<file path="src/graph_defines.svh">
// Field widths, unit count and buffer depth for the graph control block
// Shared by the package and the RTL modules

`ifndef GRAPH_DEFINES_SVH
`define GRAPH_DEFINES_SVH

// Compute units and request buffers
`define NUM_CU          4
`define BUFFER_DEPTH    4

// Field widths
`define VERTEX_BITS     16
`define EDGE_INDEX_BITS 32
`define DEGREE_BITS     8
`define DATA_BITS       32
`define COUNTER_BITS    32

`endif

</file>
<file path="src/graph_pkg.sv">
// Types shared by the graph control block
// Vertex job, edge read command and response, edge data write record

`include "graph_defines.svh"

package graph_pkg;

	// Unit index, also used as the read tag
	typedef logic [$clog2(`NUM_CU)-1:0] cu_id_t;

	// Job as delivered from the vertex source
	typedef struct packed {
		logic [`VERTEX_BITS-1:0]     vertex_id;
		logic [`EDGE_INDEX_BITS-1:0] edge_start;
		logic [`DEGREE_BITS-1:0]     degree;
	} vertex_job_t;

	// One edge read toward memory
	typedef struct packed {
		logic [`EDGE_INDEX_BITS-1:0] address;
		cu_id_t                      tag;
	} read_command_t;

	typedef struct packed {
		logic [`DATA_BITS-1:0] data;
		cu_id_t                tag;
	} read_response_t;

	// Result of one vertex
	typedef struct packed {
		logic [`VERTEX_BITS-1:0] vertex_id;
		logic [`DATA_BITS-1:0]   rank_sum;
	} edge_data_write_t;

endpackage

</file>
<file path="src/cu_bus_if.sv">
// Bus between the arbiter and one compute unit
// Job dispatch, edge reads, routed responses and write records

`timescale 1ns/10ps

`include "graph_defines.svh"

interface cu_bus_if;
	import graph_pkg::*;

	logic                  job_request;
	logic                  job_valid;
	vertex_job_t           job;
	logic                  read_valid;
	read_command_t         read_command;
	logic                  read_grant;
	logic                  response_valid;
	logic [`DATA_BITS-1:0] response_data;
	logic                  write_valid;
	edge_data_write_t      write_record;
	logic                  write_grant;

	modport cu (
		output job_request, read_valid, read_command, write_valid, write_record,
		input  job_valid, job, read_grant, response_valid, response_data, write_grant
	);

	modport arbiter (
		input  job_request, read_valid, read_command, write_valid, write_record,
		output job_valid, job, read_grant, response_valid, response_data, write_grant
	);

endinterface

</file>
<file path="src/cu_arbiter_control.sv">
// Arbiter and control for the compute units
// Enable register, job dispatch, round-robin read and write merging,
// response routing by tag, done counters

`timescale 1ns/10ps

`include "graph_defines.svh"

module cu_arbiter_control (
	input  logic                           clock,
	input  logic                           rstn,
	input  logic                           enabled_in,
	cu_bus_if.arbiter                      bus [`NUM_CU],
	input  logic                           vertex_job_valid,
	input  graph_pkg::vertex_job_t         vertex_job,
	output logic                           vertex_job_request,
	input  logic                           read_response_valid,
	input  graph_pkg::read_response_t      read_response,
	output logic                           read_push,
	output graph_pkg::read_command_t       read_push_data,
	input  logic                           read_full,
	output logic                           write_push,
	output graph_pkg::edge_data_write_t    write_push_data,
	input  logic                           write_full,
	input  logic                           write_pop,
	output logic [`COUNTER_BITS-1:0]       vertex_job_counter_done,
	output logic [`COUNTER_BITS-1:0]       edge_job_counter_done
);
	import graph_pkg::*;

	logic                  enabled;
	logic [`NUM_CU-1:0]    job_request;
	logic [`NUM_CU-1:0]    job_free;
	logic [`NUM_CU-1:0]    job_valid_q;
	logic [`NUM_CU-1:0]    read_valid;
	logic [`NUM_CU-1:0]    read_ready;
	logic [`NUM_CU-1:0]    read_grant_q;
	logic [`NUM_CU-1:0]    write_valid;
	logic [`NUM_CU-1:0]    write_ready;
	logic [`NUM_CU-1:0]    write_grant_q;
	logic [`NUM_CU-1:0]    response_valid_q;
	logic [`DATA_BITS-1:0] response_data_q;
	read_command_t         read_command [`NUM_CU];
	edge_data_write_t      write_record [`NUM_CU];
	vertex_job_t           job_q;
	cu_id_t                job_sel;
	cu_id_t                read_sel;
	cu_id_t                write_sel;
	cu_id_t                read_rr;
	cu_id_t                write_rr;

	// First set request at or after start, wrapping around
	function automatic cu_id_t rr_pick(input logic [`NUM_CU-1:0] req, input cu_id_t start);
		cu_id_t idx;
		rr_pick = start;
		for (int k = `NUM_CU - 1; k >= 0; k--) begin
			idx = cu_id_t'(start + k);
			if (req[idx]) begin
				rr_pick = idx;
			end
		end
	endfunction

	generate
		for (genvar g = 0; g < `NUM_CU; g++) begin : g_bus
			assign job_request[g]        = bus[g].job_request;
			assign read_valid[g]         = bus[g].read_valid;
			assign read_command[g]       = bus[g].read_command;
			assign write_valid[g]        = bus[g].write_valid;
			assign write_record[g]       = bus[g].write_record;
			assign bus[g].job_valid      = job_valid_q[g];
			assign bus[g].job            = job_q;
			assign bus[g].read_grant     = read_grant_q[g];
			assign bus[g].response_valid = response_valid_q[g];
			assign bus[g].response_data  = response_data_q;
			assign bus[g].write_grant    = write_grant_q[g];
		end
	endgenerate

	////////////////////////////////////////////////////////////////////////////
	// Selection
	////////////////////////////////////////////////////////////////////////////

	// A unit served last cycle still shows its old request
	assign job_free    = job_request & ~job_valid_q;
	assign read_ready  = read_valid & ~read_grant_q;
	assign write_ready = write_valid & ~write_grant_q;

	assign vertex_job_request = enabled && (|job_free);
	assign job_sel            = rr_pick(job_free, '0);
	assign read_sel           = rr_pick(read_ready, read_rr);
	assign write_sel          = rr_pick(write_ready, write_rr);

	assign read_push       = enabled && !read_full && (|read_ready);
	assign read_push_data  = read_command[read_sel];
	assign write_push      = enabled && !write_full && (|write_ready);
	assign write_push_data = write_record[write_sel];

	////////////////////////////////////////////////////////////////////////////
	// Strobes, pointers and counters
	////////////////////////////////////////////////////////////////////////////

	always_ff @(posedge clock or negedge rstn) begin
		if (!rstn) begin
			enabled                 <= 1'b0;
			job_valid_q             <= '0;
			read_grant_q            <= '0;
			write_grant_q           <= '0;
			response_valid_q        <= '0;
			read_rr                 <= '0;
			write_rr                <= '0;
			vertex_job_counter_done <= '0;
			edge_job_counter_done   <= '0;
		end else begin
			enabled          <= enabled_in;
			job_valid_q      <= '0;
			read_grant_q     <= '0;
			write_grant_q    <= '0;
			response_valid_q <= '0;
			if (vertex_job_request && vertex_job_valid) begin
				job_valid_q[job_sel] <= 1'b1;
			end
			if (read_push) begin
				read_grant_q[read_sel] <= 1'b1;
				read_rr                <= read_sel + 1'b1;
			end
			if (write_push) begin
				write_grant_q[write_sel] <= 1'b1;
				write_rr                 <= write_sel + 1'b1;
			end
			// Route by tag
			if (enabled && read_response_valid) begin
				response_valid_q[read_response.tag] <= 1'b1;
				edge_job_counter_done               <= edge_job_counter_done + 1'b1;
			end
			if (write_pop) begin
				vertex_job_counter_done <= vertex_job_counter_done + 1'b1;
			end
		end
	end

	always_ff @(posedge clock) begin
		if (vertex_job_request && vertex_job_valid) begin
			job_q <= vertex_job;
		end
		if (read_response_valid) begin
			response_data_q <= read_response.data;
		end
	end

	// A response must belong to a unit with a job in flight
	assert property (@(posedge clock) disable iff (!rstn)
		(enabled && read_response_valid) |-> !job_request[read_response.tag]);

endmodule

</file>
<file path="src/graph_algorithm_control.sv">
// Top level of the graph control block
// Compute units, arbiter, read command and write record buffers

`timescale 1ns/10ps

`include "graph_defines.svh"

module graph_algorithm_control (
	input  logic                        clock,
	input  logic                        rstn,
	input  logic                        enabled_in,
	input  logic                        vertex_job_valid,
	input  logic [`VERTEX_BITS-1:0]     vertex_job_id,
	input  logic [`EDGE_INDEX_BITS-1:0] vertex_job_edge_start,
	input  logic [`DEGREE_BITS-1:0]     vertex_job_degree,
	output logic                        vertex_job_request,
	output logic                        read_command_valid,
	output logic [`EDGE_INDEX_BITS-1:0] read_command_address,
	output graph_pkg::cu_id_t           read_command_tag,
	input  logic                        read_command_grant,
	input  logic                        read_response_valid,
	input  logic [`DATA_BITS-1:0]       read_response_data,
	input  graph_pkg::cu_id_t           read_response_tag,
	output logic                        write_command_valid,
	output logic [`VERTEX_BITS-1:0]     write_command_vertex,
	output logic [`DATA_BITS-1:0]       write_command_data,
	input  logic                        write_command_grant,
	output logic [`COUNTER_BITS-1:0]    vertex_job_counter_done,
	output logic [`COUNTER_BITS-1:0]    edge_job_counter_done
);
	import graph_pkg::*;

	vertex_job_t      vertex_job;
	read_response_t   read_response;
	read_command_t    read_push_data;
	read_command_t    read_pop_data;
	edge_data_write_t write_push_data;
	edge_data_write_t write_pop_data;
	logic             read_push;
	logic             read_pop;
	logic             read_full;
	logic             read_empty;
	logic             write_push;
	logic             write_pop;
	logic             write_full;
	logic             write_empty;

	cu_bus_if cu_bus [`NUM_CU] ();

	assign vertex_job    = '{vertex_id: vertex_job_id, edge_start: vertex_job_edge_start,
	                         degree: vertex_job_degree};
	assign read_response = '{data: read_response_data, tag: read_response_tag};

	////////////////////////////////////////////////////////////////////////////
	// Compute units and arbiter
	////////////////////////////////////////////////////////////////////////////

	generate
		for (genvar g = 0; g < `NUM_CU; g++) begin : g_cu
			vertex_rank_cu #(.CU_ID(cu_id_t'(g))) i_cu (
				.clock  (clock),
				.rstn   (rstn),
				.enabled(enabled_in),
				.bus    (cu_bus[g])
			);
		end
	endgenerate

	cu_arbiter_control i_arbiter (
		.clock                  (clock),
		.rstn                   (rstn),
		.enabled_in             (enabled_in),
		.bus                    (cu_bus),
		.vertex_job_valid       (vertex_job_valid),
		.vertex_job             (vertex_job),
		.vertex_job_request     (vertex_job_request),
		.read_response_valid    (read_response_valid),
		.read_response          (read_response),
		.read_push              (read_push),
		.read_push_data         (read_push_data),
		.read_full              (read_full),
		.write_push             (write_push),
		.write_push_data        (write_push_data),
		.write_full             (write_full),
		.write_pop              (write_pop),
		.vertex_job_counter_done(vertex_job_counter_done),
		.edge_job_counter_done  (edge_job_counter_done)
	);

	////////////////////////////////////////////////////////////////////////////
	// Output buffers
	////////////////////////////////////////////////////////////////////////////

	request_buffer #(.payload_t(read_command_t)) i_read_buffer (
		.clock    (clock),
		.rstn     (rstn),
		.push     (read_push),
		.push_data(read_push_data),
		.full     (read_full),
		.pop      (read_pop),
		.pop_data (read_pop_data),
		.empty    (read_empty)
	);

	request_buffer #(.payload_t(edge_data_write_t)) i_write_buffer (
		.clock    (clock),
		.rstn     (rstn),
		.push     (write_push),
		.push_data(write_push_data),
		.full     (write_full),
		.pop      (write_pop),
		.pop_data (write_pop_data),
		.empty    (write_empty)
	);

	assign read_command_valid   = !read_empty;
	assign read_pop             = read_command_grant && !read_empty;
	assign read_command_address = read_pop_data.address;
	assign read_command_tag     = read_pop_data.tag;

	assign write_command_valid  = !write_empty;
	assign write_pop            = write_command_grant && !write_empty;
	assign write_command_vertex = write_pop_data.vertex_id;
	assign write_command_data   = write_pop_data.rank_sum;

endmodule

</file>
<file path="src/request_buffer.sv">
// Synchronous FIFO with show-ahead output
// Holds read commands or write records on their way out

`timescale 1ns/10ps

`include "graph_defines.svh"

module request_buffer #(
	parameter type payload_t = logic
) (
	input  logic     clock,
	input  logic     rstn,
	input  logic     push,
	input  payload_t push_data,
	output logic     full,
	input  logic     pop,
	output payload_t pop_data,
	output logic     empty
);

	localparam int PTR_BITS = $clog2(`BUFFER_DEPTH);

	// Extra wrap bit tells full from empty
	logic [PTR_BITS:0] write_ptr;
	logic [PTR_BITS:0] read_ptr;
	payload_t          mem [`BUFFER_DEPTH];

	assign empty = (write_ptr == read_ptr);
	assign full  = (write_ptr[PTR_BITS] != read_ptr[PTR_BITS]) &&
	               (write_ptr[PTR_BITS-1:0] == read_ptr[PTR_BITS-1:0]);

	// Head entry is visible whenever the buffer holds data
	assign pop_data = mem[read_ptr[PTR_BITS-1:0]];

	always_ff @(posedge clock or negedge rstn) begin
		if (!rstn) begin
			write_ptr <= '0;
			read_ptr  <= '0;
		end else begin
			if (push && !full) begin
				write_ptr <= write_ptr + 1'b1;
			end
			if (pop && !empty) begin
				read_ptr <= read_ptr + 1'b1;
			end
		end
	end

	always_ff @(posedge clock) begin
		if (push && !full) begin
			mem[write_ptr[PTR_BITS-1:0]] <= push_data;
		end
	end

	assert property (@(posedge clock) disable iff (!rstn) push |-> !full);
	assert property (@(posedge clock) disable iff (!rstn) pop |-> !empty);

endmodule

</file>
<file path="src/vertex_rank_cu.sv">
// Vertex compute unit
// Expands one vertex job into edge reads and sums the returned data

`timescale 1ns/10ps

`include "graph_defines.svh"

module vertex_rank_cu #(
	parameter graph_pkg::cu_id_t CU_ID = '0
) (
	input logic  clock,
	input logic  rstn,
	input logic  enabled,
	cu_bus_if.cu bus
);
	import graph_pkg::*;

	typedef enum logic [1:0] {
		state_idle,
		state_reading,
		state_writing
	} cu_state_t;

	cu_state_t               state;
	vertex_job_t             job;
	logic [`DEGREE_BITS-1:0] issue_count;
	logic [`DEGREE_BITS-1:0] response_count;
	logic [`DATA_BITS-1:0]   rank_sum;

	////////////////////////////////////////////////////////////////////////////
	// Bus outputs
	////////////////////////////////////////////////////////////////////////////

	assign bus.job_request = enabled && (state == state_idle);

	// One read per edge, at consecutive edge indices
	assign bus.read_valid   = enabled && (state == state_reading) && (issue_count < job.degree);
	assign bus.read_command = '{
		address: job.edge_start + `EDGE_INDEX_BITS'(issue_count),
		tag:     CU_ID
	};

	assign bus.write_valid  = enabled && (state == state_writing);
	assign bus.write_record = '{vertex_id: job.vertex_id, rank_sum: rank_sum};

	////////////////////////////////////////////////////////////////////////////
	// FSM and edge counters
	////////////////////////////////////////////////////////////////////////////

	always_ff @(posedge clock or negedge rstn) begin
		if (!rstn) begin
			state          <= state_idle;
			issue_count    <= '0;
			response_count <= '0;
		end else begin
			case (state)
				state_idle: begin
					if (bus.job_valid) begin
						issue_count    <= '0;
						response_count <= '0;
						// Nothing to read for an isolated vertex
						state <= (bus.job.degree == '0) ? state_writing : state_reading;
					end
				end
				state_reading: begin
					if (bus.read_grant) begin
						issue_count <= issue_count + 1'b1;
					end
					// Responses may come back in any order
					if (bus.response_valid) begin
						response_count <= response_count + 1'b1;
						if (response_count + 1'b1 == job.degree) begin
							state <= state_writing;
						end
					end
				end
				state_writing: begin
					if (bus.write_grant) begin
						state <= state_idle;
					end
				end
				default: state <= state_idle;
			endcase
		end
	end

	// Job and running sum
	always_ff @(posedge clock) begin
		if (state == state_idle && bus.job_valid) begin
			job      <= bus.job;
			rank_sum <= '0;
		end else if (state == state_reading && bus.response_valid) begin
			rank_sum <= rank_sum + bus.response_data;
		end
	end

	// The arbiter routes by tag, so an idle unit never owns a read
	assert property (@(posedge clock) disable iff (!rstn)
		bus.response_valid |-> (state != state_idle));

endmodule
</file>
<file path="config.mk">
export PLATFORM = sky130hd
export DESIGN_NAME = graph_algorithm_control
export DESIGN_NICKNAME = d
export VERILOG_FILES = /design/src/graph_pkg.sv /design/src/cu_bus_if.sv /design/src/cu_arbiter_control.sv /design/src/graph_algorithm_control.sv /design/src/request_buffer.sv /design/src/vertex_rank_cu.sv
export VERILOG_INCLUDE_DIRS = /design/src
export SDC_FILE = /design/constraint.sdc
export NUM_CORES = 2
export LEC_CHECK = 0
export BUFFER_PORTS_ARGS = -buffer_cell sky130_fd_sc_hd__buf_4
export CAP_MARGIN = 25
export CORE_UTILIZATION = 30
export CTS_BUF_LIST = sky130_fd_sc_hd__clkbuf_8
export DETAILED_ROUTE_END_ITERATION = 8
export GPL_ROUTABILITY_DRIVEN = 0
export PLACE_DENSITY_LB_ADDON = 0.2
export SYNTH_ARGS = -nofsm -noshare
export SYNTH_HDL_FRONTEND = slang
export SYNTH_SLANG_ARGS = --single-unit
</file>
<file path="constraint.sdc">
create_clock -name clock -period 4 [get_ports clock]
set_input_delay 0.8 -clock clock [delete_from_list [all_inputs] [get_ports clock]]
set_output_delay 0.8 -clock clock [all_outputs]
set_load 0.005 [all_outputs]
</file>
==> summary.txt <==
Placement
  • Place WS: between 0.3 and 0.4 ns
  • Placement Cell Area: 0.05069 sq mm
  • PortBufs: 245
  • Post-detail-place hpwl: slightly above 90000 um

Route
  • DRC: 4
  • Detail Route Antenna Nets: 0
  • Via Count: 31.77k
  • Vias per std cell: 4.852
  • Total Routed Length: 130800 um
  • 1st-pass router iterations: 8
  • Initial DRC count: 2192
  • Routed WL per cell: 19.98 um

Floorplan
  • # IOs: roughly 250
  • Floorplan die height: around 390 um
  • Die Width: 392.9 um
  • Num rows: 143
  • Full die area: 0.1544 sq mm
  • Core ar.: 0.1517 sq mm
  • Initial Utilization: 0.3021

Setup path
  • CP endpoint kind: output pin
  • CP Launch Type: flop
  • Crit-path slowest cell: mux4_2
  • Critical path fanouts, max: 35
  • Worst path most repeated cell: buf_4
  • CP peak stage delay: around 0.65 ns
  • Critical path class: flop to output pin
  • Critical-path cell list: buf_4 > buf_6 > mux4_2 > buf_4
  • CP required: about 3.2 ns
  • CP arrival: 2.95 ns

Timing
  • Clock Skew: 0.05032 ns
  • Final worst slack: 0.2507 ns
  • Final count of hold timing violations: 0
  • Worst slew margin: 0.4210
  • Slew Viols, Final: 0
  • FMAX: 266.7 MHz
  • RSZ-0062 raised after global routing: no
  • Setup TNS: 0 ns
  • Least-Margin Pin Slew: 0.8654 ns
  • Tmin final: 3.749 ns
  • Final period util: 0.9373
  • Setup violators final: 0

Global route
  • GR Overflow Total: 0
  • Vias in the first global route: 31.32k
  • Global-route wire length before repair: 196600 um
  • Gr usage total: 0.1692
  • Largest net degree at the start of global routing: 90
  • Initial antenna violation count: 7

Clock tree
  • CTS sink cnt: approximately 940
  • Clock Pin Slew Worst Setup and Hold Paths: 0.06 ns
  • CTS Buf Count: 169
  • Worst-case clock buffer depth: 3
  • H-tree levels: 4
  • TritonCTS clock tree: done
  • Clock Latency Late Sink: ~0.93 ns
  • Setup bufs post-CTS: 0
  • Root Buffer: clkbuf_8

Logic synthesis
  • Post-synth top flop: edfxtp_1
  • Post-synth ARST share: 0.1804
  • Mean Syn Cell Area: 11.70 sq um
  • Number of synthesized flops with an enable pin: 640
  • Mapped Nets: 4230
  • Library cells used by synthesis: 90
  • Cells after synthesis: 3917
  • Synth Warn #: 0
  • Synthesized area: roughly 0.046 sq mm
  • Yosys reg bits: between 900 and 1k
  • Seq/Total Area, Yosys: 0.5674

Finish
  • Layout Nets: 4681
  • Multi-input logic area: 0.01891 sq mm
  • Register area: 0.02602 sq mm
  • Final Util: 0.3613
  • Design area: 0.05482 sq mm
  • Fillers: 15.05k
  • Layout cells sized above 1: 0.1571
  • Area Overhead vs Synth: 19.59%

Power and ir drop
  • P_leak: between 20 and 25 nW
  • PwrDens: roughly 640 mW/mm^2
  • Worst vdd ir: roughly 0.39 mV
  • Pwr Total: 0.03488 W

Run status
  • Failing checks: DRC
  • Status: finished, violations left

Min path
  • Hold Crit Class: input pin to flop

Flow run
  • Max-Cap Viols: 0
per-stage QoR:
step | instances | hold WS (ns)
detailed placement | 6150 | 0.4561
global route | 6545 | 0.02853
floorplan | 3917 | 0.4333
CTS | 6543 | 0.001627
global placement | 6150 | 0.4484
finish | 6548 | 0.1091
per-layer routing:
metal | routed length [um] | vias to the layer above | GRT usage | share of wire
li1 | - | 15346 | - | -
met1 | 64300 | 15476 | 0.2493 | 0.49
met2 | 57000 | 776 | 0.2525 | 0.44
met3 | 7132 | 174 | 0.03149 | 0.055
met4 | 2403 | 2 | 0.04436 | 0.018
met5 | 11 | - | 0 | 0.000084
cells in the final DEF, fill, tap and decap left out, types with 22 or more instances in the layout:
| cell type | Yosys | layout |
|---|---|---|
| a211oi_1 | 38 | 38 |
| a21o_1 | 72 | 72 |
| a21oi_1 | 236 | 236 |
| a31oi_1 | 68 | 68 |
| and2_1 | 32 | 24 |
| and3_1 | 112 | 111 |
| buf_12 | 0 | 22 |
| buf_4 | 7 | 314 |
| clkbuf_8 | 0 | 185 |
| clkinv_1 | 3 | 32 |
| clkinv_2 | 0 | 25 |
| dfrtp_1 | 169 | 166 |
| dfxtp_1 | 128 | 128 |
| dlygate4sd3_1 | 0 | 76 |
| edfxtp_1 | 640 | 640 |
| ha_1 | 208 | 208 |
| inv_1 | 102 | 157 |
| mux2i_1 | 22 | 22 |
| mux4_2 | 82 | 82 |
| nand2_1 | 558 | 558 |
| nand2b_1 | 34 | 34 |
| nand3_1 | 111 | 111 |
| nand4_1 | 55 | 55 |
| nor2_1 | 231 | 231 |
| nor2b_1 | 37 | 37 |
| nor3_1 | 39 | 39 |
| o211ai_1 | 24 | 24 |
| o21ai_0 | 160 | 160 |
| o21bai_1 | 26 | 26 |
| xnor2_1 | 210 | 210 |
| xor2_1 | 145 | 145 |
cells in the mapped netlist, types with 8 or more instances:
library cell	n	share of area
o21a_1	21	0.0034
mux2_2	8	0.0020
fa_1	8	0.0035
o211ai_1	24	0.0039
nor2_1	231	0.019
clkbuf_1	100	0.0082
nand2b_1	34	0.0046
o31ai_1	15	0.0025
o21bai_1	26	0.0043
and4_1	14	0.0027
xor2_1	145	0.028
dfrtp_1	169	0.092
a21oi_1	236	0.026
inv_1	102	0.0084
and3_1	112	0.015
edfxtp_1	640	0.42
or3_1	16	0.0022
nand3_1	111	0.012
o21ai_0	160	0.017
a221o_1	9	0.0020
mux2i_1	22	0.0048
and2_1	32	0.0044
nand2_1	558	0.046
dfxtp_1	128	0.056
a31oi_1	68	0.0093
mux4_2	82	0.040
a21o_1	72	0.012
nor2b_1	37	0.0050
ha_1	208	0.057
a211oi_1	38	0.0062
or2_2	8	0.0011
nand4_1	55	0.0075
nor3_1	39	0.0043
xnor2_1	210	0.040
nor3b_1	14	0.0023
buf_2	20	0.0022
area by class of cell:
cell class                      instances  share of cell area
Timing Repair Buffer                  414             0.06537
Tap cell                             2030             0.04633
Clock inverter                        133             0.01488
Inverter                              108            0.007555
Sequential cell                       937              0.4746
Multi-Input combinational cell       2738              0.3449
Antenna cell                            4           0.0001826
Clock buffer                          184             0.04620
worst max-delay path, delay by kind of cell (launching register included):
kind / cells / cell delay, ns
buf+inv: 3 / 0.96
flops: 1 / 0.41
mux: 1 / 0.65
cell families (layout without fill, tap and decap cells):
group / Yosys count / count (layout) / synth area share
adder cells (fa/ha/maj): 216 / 216 / 0.06027
flip-flops: 937 / 937 / 0.5674
buffers and inverters: 242 / 839 / 0.02094
AO/OA/AOI/OAI: 757 / 757 / 0.1040
multiplexers: 112 / 112 / 0.04706
AND/OR/NAND/NOR: 1298 / 1298 / 0.1325
XOR/XNOR: 355 / 355 / 0.06783
other: 0 / 4 / 0
final timing paths:
check,from,to,slack (ns),depth (start not counted)
worst max register to register,g_cu[0].i_cu.issue_count[0],i_read_buffer.mem[0][32],0.41,14
worst min-delay path,read_response_data[6],i_arbiter.bus[0].response_data[6],0.11,1
max in group asynchronous,rstn,i_arbiter.edge_job_counter_done[8],2.64,3
worst min register to register,g_cu[0].i_cu.rank_sum[31],g_cu[0].i_cu.rank_sum[31],0.46,1
min in group asynchronous,rstn,i_arbiter.edge_job_counter_done[31],0.49,2
worst max-delay path,i_write_buffer.read_ptr[0],write_command_data[24],0.25,4
state kept, by name (all words and copies together) (netlist names), 8 cells and up:
name,cells
g_cu.i_cu.bus.write_record,64
g_cu.i_cu.issue_count,32
g_cu.i_cu.job,160
g_cu.i_cu.rank_sum,128
g_cu.i_cu.response_count,32
g_cu.i_cu.state,8
i_arbiter.bus.job,56
i_arbiter.bus.response_data,32
i_arbiter.edge_job_counter_done,32
i_arbiter.vertex_job_counter_done,32
i_read_buffer.mem,136
i_write_buffer.mem,192
power by group:
group | total [W] | internal, W | switching (W) | leakage, nW
sequential | 0.0136 | 0.0127 | 0.000891 | 9.14
combinational | 0.0123 | 0.00497 | 0.00734 | 10.3
clock | 0.00897 | 0.00468 | 0.00429 | 1.91
what timing repair did:
item / in CTS / in global routing
setup endpoints to repair: 33 / 0
endpoints found under the hold margin: 153 / 0
hold buffers: 76 / 0
gates resized for setup: 1 / 0
Power figures use the tool's default switching activity.
